--- config.mk ---
export PLATFORM = sky130hd
export DESIGN_NAME = ahb2mmio
export DESIGN_NICKNAME = d
export VERILOG_FILES = /design/src/logic/ahb_pkg.sv /design/src/logic/mmio_pkg.sv /design/src/logic/ahb_lane_decoder.sv /design/src/logic/ahb2mmio.sv
export SDC_FILE = /design/constraint.sdc
export NUM_CORES = 1
export LEC_CHECK = 0
export ABC_AREA = 1
export BUFFER_PORTS_ARGS = -buffer_cell sky130_fd_sc_hd__buf_2
export CAP_MARGIN = 20
export CORE_AREA = 2 2 94 96
export CTS_BUF_LIST = sky130_fd_sc_hd__clkbuf_4 sky130_fd_sc_hd__clkbuf_8
export CTS_CLUSTER_SIZE = 40
export DETAILED_ROUTE_END_ITERATION = 16
export DIE_AREA = 0 0 96 98
export SLEW_MARGIN = 15
export SYNTH_ARGS = -nofsm -noshare
export SYNTH_HDL_FRONTEND = slang
export SYNTH_HIERARCHICAL = 1
export SYNTH_SLANG_ARGS = --single-unit
--- constraint.sdc ---
create_clock -name s_ahb -period 1.1 [get_ports s_ahb]
set_input_delay 0.055 -clock s_ahb [delete_from_list [all_inputs] [get_ports s_ahb]]
set_output_delay 0.055 -clock s_ahb [all_outputs]
set_load 0.02 [all_outputs]
--- src/logic/ahb_pkg.sv ---
`default_nettype none

package ahb_pkg;

    localparam int AHB_A_WIDTH = 32;
    localparam int AHB_D_WIDTH = 32;
    localparam int AHB_LANES   = AHB_D_WIDTH / 8;

    typedef enum logic [1:0] {
        AHB_TRANS_IDLE   = 2'b00,
        AHB_TRANS_BUSY   = 2'b01,
        AHB_TRANS_NONSEQ = 2'b10,
        AHB_TRANS_SEQ    = 2'b11
    } ahb_trans_t;

    // Only sizes up to the bus width are supported
    typedef enum logic [2:0] {
        AHB_SIZE_BYTE = 3'b000,
        AHB_SIZE_HALF = 3'b001,
        AHB_SIZE_WORD = 3'b010
    } ahb_size_t;

    typedef enum logic {
        AHB_RESP_OKAY  = 1'b0,
        AHB_RESP_ERROR = 1'b1
    } ahb_resp_t;

    // Signals driven by the master
    typedef struct packed {
        logic                   hsel;
        logic [AHB_A_WIDTH-1:0] haddr;
        ahb_trans_t             htrans;
        ahb_size_t              hsize;
        logic                   hwrite;
        logic [AHB_D_WIDTH-1:0] hwdata;
    } ahb_req_t;

    // Signals driven by the slave
    typedef struct packed {
        logic [AHB_D_WIDTH-1:0] hrdata;
        logic                   hready;
        ahb_resp_t              hresp;
    } ahb_rsp_t;

endpackage

`default_nettype wire

--- src/logic/mmio_pkg.sv ---
`default_nettype none

package mmio_pkg;

    import ahb_pkg::*;

    typedef logic [AHB_D_WIDTH-1:0] mmio_word_t;

    // Addresses are word addresses, zero-extended to the bus address width.
    // A write takes place whenever any byte enable is set
    typedef struct packed {
        logic [AHB_LANES-1:0]   wr_byteen;
        logic [AHB_A_WIDTH-1:0] wr_addr;
        mmio_word_t             wr_data;
        logic                   rd_en;
        logic [AHB_A_WIDTH-1:0] rd_addr;
    } mmio_req_t;

endpackage

`default_nettype wire

--- src/logic/ahb_lane_decoder.sv ---
`timescale 1ns/10ps
`default_nettype none

module ahb_lane_decoder
    import ahb_pkg::*;
(
    input  logic [1:0]           offset,
    input  ahb_size_t            size,
    output logic [AHB_LANES-1:0] lanes
);

    localparam int LANE_BITS = $clog2(AHB_LANES);
    localparam int NUM_SIZES = LANE_BITS + 1;

    // Indexed as [offset][size][lane]
    logic [AHB_LANES-1:0][NUM_SIZES-1:0][AHB_LANES-1:0] lane_table;
    logic [2:0]                                          size_code;

    // A lane is enabled when it lies between the offset and offset + 2^size
    for (genvar off = 0; off < AHB_LANES; off++) begin : gen_offset
        for (genvar sz = 0; sz < NUM_SIZES; sz++) begin : gen_size
            for (genvar lane = 0; lane < AHB_LANES; lane++) begin : gen_lane
                assign lane_table[off][sz][lane] =
                    (lane >= off) && (lane < off + (1 << sz));
            end
        end
    end

    assign size_code = size;

    // Sizes wider than the bus select no lanes at all
    always_comb begin
        if (size_code < 3'(NUM_SIZES)) begin
            lanes = lane_table[offset][size_code[LANE_BITS-1:0]];
        end else begin
            lanes = '0;
        end
    end

endmodule

`default_nettype wire

--- src/logic/ahb2mmio.sv ---
`timescale 1ns/10ps
`default_nettype none

module ahb2mmio
    import ahb_pkg::*;
    import mmio_pkg::*;
#(
    parameter int DEPTH = 256
) (
    input  logic       s_ahb,
    input  logic       reset,
    input  ahb_req_t   ahb_req,
    output ahb_rsp_t   ahb_rsp,
    output mmio_req_t  mmio_req,
    input  mmio_word_t rd_data
);

    localparam int LANE_BITS = $clog2(AHB_LANES);
    localparam int WORD_BITS = $clog2(DEPTH);

    logic                 active;
    logic                 rd_en;
    logic                 wr_cmd;
    logic [AHB_LANES-1:0] lanes;
    logic [WORD_BITS-1:0] word_addr;
    logic [AHB_LANES-1:0] wr_byteen_q;
    logic [WORD_BITS-1:0] wr_addr_q;

    ahb_lane_decoder lane_dec_i (
        .offset (ahb_req.haddr[LANE_BITS-1:0]),
        .size   (ahb_req.hsize),
        .lanes  (lanes)
    );

    // Only the address bits inside the memory are kept
    assign word_addr = ahb_req.haddr[LANE_BITS +: WORD_BITS];

    // IDLE and BUSY never start an access
    always_comb begin
        case (ahb_req.htrans)
            AHB_TRANS_NONSEQ,
            AHB_TRANS_SEQ: begin
                active = ahb_req.hsel;
            end
            default: begin
                active = 1'b0;
            end
        endcase
    end

    assign rd_en  = active && !ahb_req.hwrite;
    assign wr_cmd = active && ahb_req.hwrite;

    // Write address and lanes are held for the data phase, where hwdata arrives
    always_ff @(posedge s_ahb) begin
        if (reset) begin
            wr_byteen_q <= '0;
            wr_addr_q   <= '0;
        end else if (wr_cmd) begin
            wr_byteen_q <= lanes;
            wr_addr_q   <= word_addr;
        end else begin
            wr_byteen_q <= '0;
            wr_addr_q   <= '0;
        end
    end

    // Reads are issued straight from the address phase
    always_comb begin
        mmio_req.wr_byteen = wr_byteen_q;
        mmio_req.wr_addr   = AHB_A_WIDTH'(wr_addr_q);
        mmio_req.wr_data   = ahb_req.hwdata;
        mmio_req.rd_en     = rd_en;
        mmio_req.rd_addr   = AHB_A_WIDTH'(word_addr);
    end

    // The slave never stalls and never signals an error
    always_comb begin
        ahb_rsp.hrdata = rd_data;
        ahb_rsp.hready = 1'b1;
        ahb_rsp.hresp  = AHB_RESP_OKAY;
    end

endmodule

`default_nettype wire

==> impl_results.md <==
- Outcome: complete, no violations
- CTS Buffer Depth: 2
- Total track usage: 0.0427
- Post-CTS Repair Setup Buffers: 0
- Combinational power share: 0.266
- CTS root buffer: clkbuf_8
- Wire length per cell: 8.80 um
- Startpoint types: input port
- I/O Pins: 240
- Max Cap Viol: 0
- Nature of the critical path endpoint: flop
- Most frequent cells in the layout: conb_1, buf_2, inv_1, dfxtp_1, nor3_2
- Post-Syn Instances: 194
- Worst EP arrival: 1.00 ns
- Clock network fraction of design power: 0.380
- Die Y: 98 um
- Yosys top cell by area: buf_4
- Worst IR drop on VDD: 0.000247 V
- Total die area: 9410 um^2
- Met1 Use GR: 0.0238
- Share of the synthesized area in the top cell type: 0.602
- Mean Syn Cell Area: 7.91 um^2
- Slew Viols, Final: 0
- # port buffers: 38
- Commonest non-fill, non-tap cell in the layout: conb_1
- Area of the multi-input gates: 449 um^2
- Hold Fails Final Rpt: 0
- Hold_buf cts: 0
- Placement Rows: 34
- Yosys warns: 6
- Starting Density: 0.181
- Final period util: 0.755
- Nets: 271
- Int Power: 0.000826 W
- Main area contributors after synthesis: buf_4, dfxtp_1, nor3_2
- Distinct cells, synth: 17
- DR vias: 783
- Post-synthesis sequential area ratio: 0.157
- Final total power: 0.00125 W
- Flop pwr share: 0.353
- Max Freq: 1200 MHz
- Met3 usage: 0.0332
- Storage cell area: 240 um^2
- DRT Pass-1 Iters: 4
- Net Switching: 0.000425 W
- Inserted Diodes: 0
- Post-Syn Area: 1530 um^2
- Clk pin slew, worst setup/hold paths: 0.05 ns
- RD Place Congestion: 0.699
- Routed WL: 2370 um
- Global route overflow: 0
- #FFs+latches synth: 12
- Number of fill cells: 977
- Post-layout min period: 0.831 ns
- RSZ-0062 raised after global routing: false
- Largest net degree at the start of global routing: 14
- TNS Setup: 0 ns
- Hpwl dp: 2040 um
- Drt drc: 0
- Core Box Area: 8470 um^2
- H-tree depth: 1
- Met2 Use GR: 0.0668
- Grt peak-use layer: met2
- CTS tree: yes
- Pleak: 0.636 nW
- Remaining antenna violation count after routing: 0
- CTS sink cnt: 12
- Via/cell ratio: 2.91
- Chip width: 96 um
- Area grow syn2layout: -24.1%
- Crit path kind: in -> reg
- Initial antenna violation count: 0
- First-pass GRT wire length: 3010 um
- Setup violators final: 0
- Power Density: 1070 nW/um^2
- Num CTS Buffers: 3
- Drt initial violations: 13
- Worst hold path type: in -> reg
- CP Max Fanout: 4
- Sw Ratio: 0.340
- Cts repair resizes: 0
- Fraction of layout instances using a drive strength above 1: 0.360
- Worst EP required: 1.27 ns
- Vias in the first global route: 620
==> per-stage QoR <==
step                      cell area (um^2)  worst slack (ns)  hold WS [ns]  instances   util
after global placement                1110            0.0231         0.110        265  0.131
after CTS                             1160             0.271        0.0504        269  0.137
after global routing                  1160             0.122        0.0516        269  0.137
final                                 1160             0.269        0.0516        269  0.137
after detailed placement              1110            0.0214         0.110        265  0.131
after floorplan                       1710             0.230         0.175        242      -
==> registers in the layout (all words and copies together), names as in the netlist <==
name and count:
wr_byteen_q 4, wr_addr_q 8
==> cell usage after synthesis <==
library cell / number
inv_2: 1
ha_1: 4
dfxtp_1: 12
o21bai_4: 1
a21oi_1: 3
inv_1: 20
nor3_2: 10
nand2_2: 1
nand3b_1: 1
nor2_1: 2
nor3_1: 2
a21oi_2: 1
nand2_1: 6
buf_4: 123
nand3_1: 3
buf_6: 2
conb_1: 2
==> power by group through the flow <==
| stage | sequential, W | clock (W) | combinational (W) |
|---|---|---|---|
| global route | 0.000442 | 0.000504 | 0.000361 |
| detailed placement | 0.000451 | 0 | 0.000331 |
| floorplan | 0.000459 | 0 | 0.000751 |
| CTS | 0.000442 | 0.000481 | 0.000332 |
| global placement | 0.000451 | 0 | 0.000328 |
| finish | 0.000442 | 0.000476 | 0.000333 |
==> per-layer routing <==
| metal | part of all wire | wire length, um |
|---|---|---|
| met5 | 0 | 0 |
| met4 | 0.090 | 212 |
| met3 | 0.25 | 597 |
| met2 | 0.42 | 987 |
| met1 | 0.24 | 569 |
==> area by class of cell <==
cell class              count  share of cell area
multi-input cells          84               0.386
flip-flops and latches     12               0.206
repair buffers             40               0.176
well taps                 108               0.116
inverters                  21              0.0677
clock buffers               4              0.0473
==> kinds of logic after synthesis <==
logic type                 count (synthesis)  share of synthesized area
other                                      2                    0.00490
DFF                                       12                      0.157
buffers and inverters                    146                      0.668
AOI/OAI and AO/OA                          5                     0.0277
and+or+nand+nor                           25                      0.110
adders and majority gates                  4                     0.0326
==> worst max-delay path, stage by stage <==
cell,delay (ns)
buf_2,0.11
inv_1,0.07
ha_1,0.27
inv_1,0.03
nand2_1,0.05
nand3_1,0.07
a21oi_1,0.12
inv_1,0.06
nor3_2,0.15
==> path summary, 6_finish.rpt <==
check                   start        endpoint  slack (ns)  cells after the start
setup / recovery  ahb_req[39]  wr_byteen_q[2]        0.27                      9
hold / removal    ahb_req[41]    wr_addr_q[1]        0.05                      3
No activity file was read; power rests on OpenSTA's default activity.
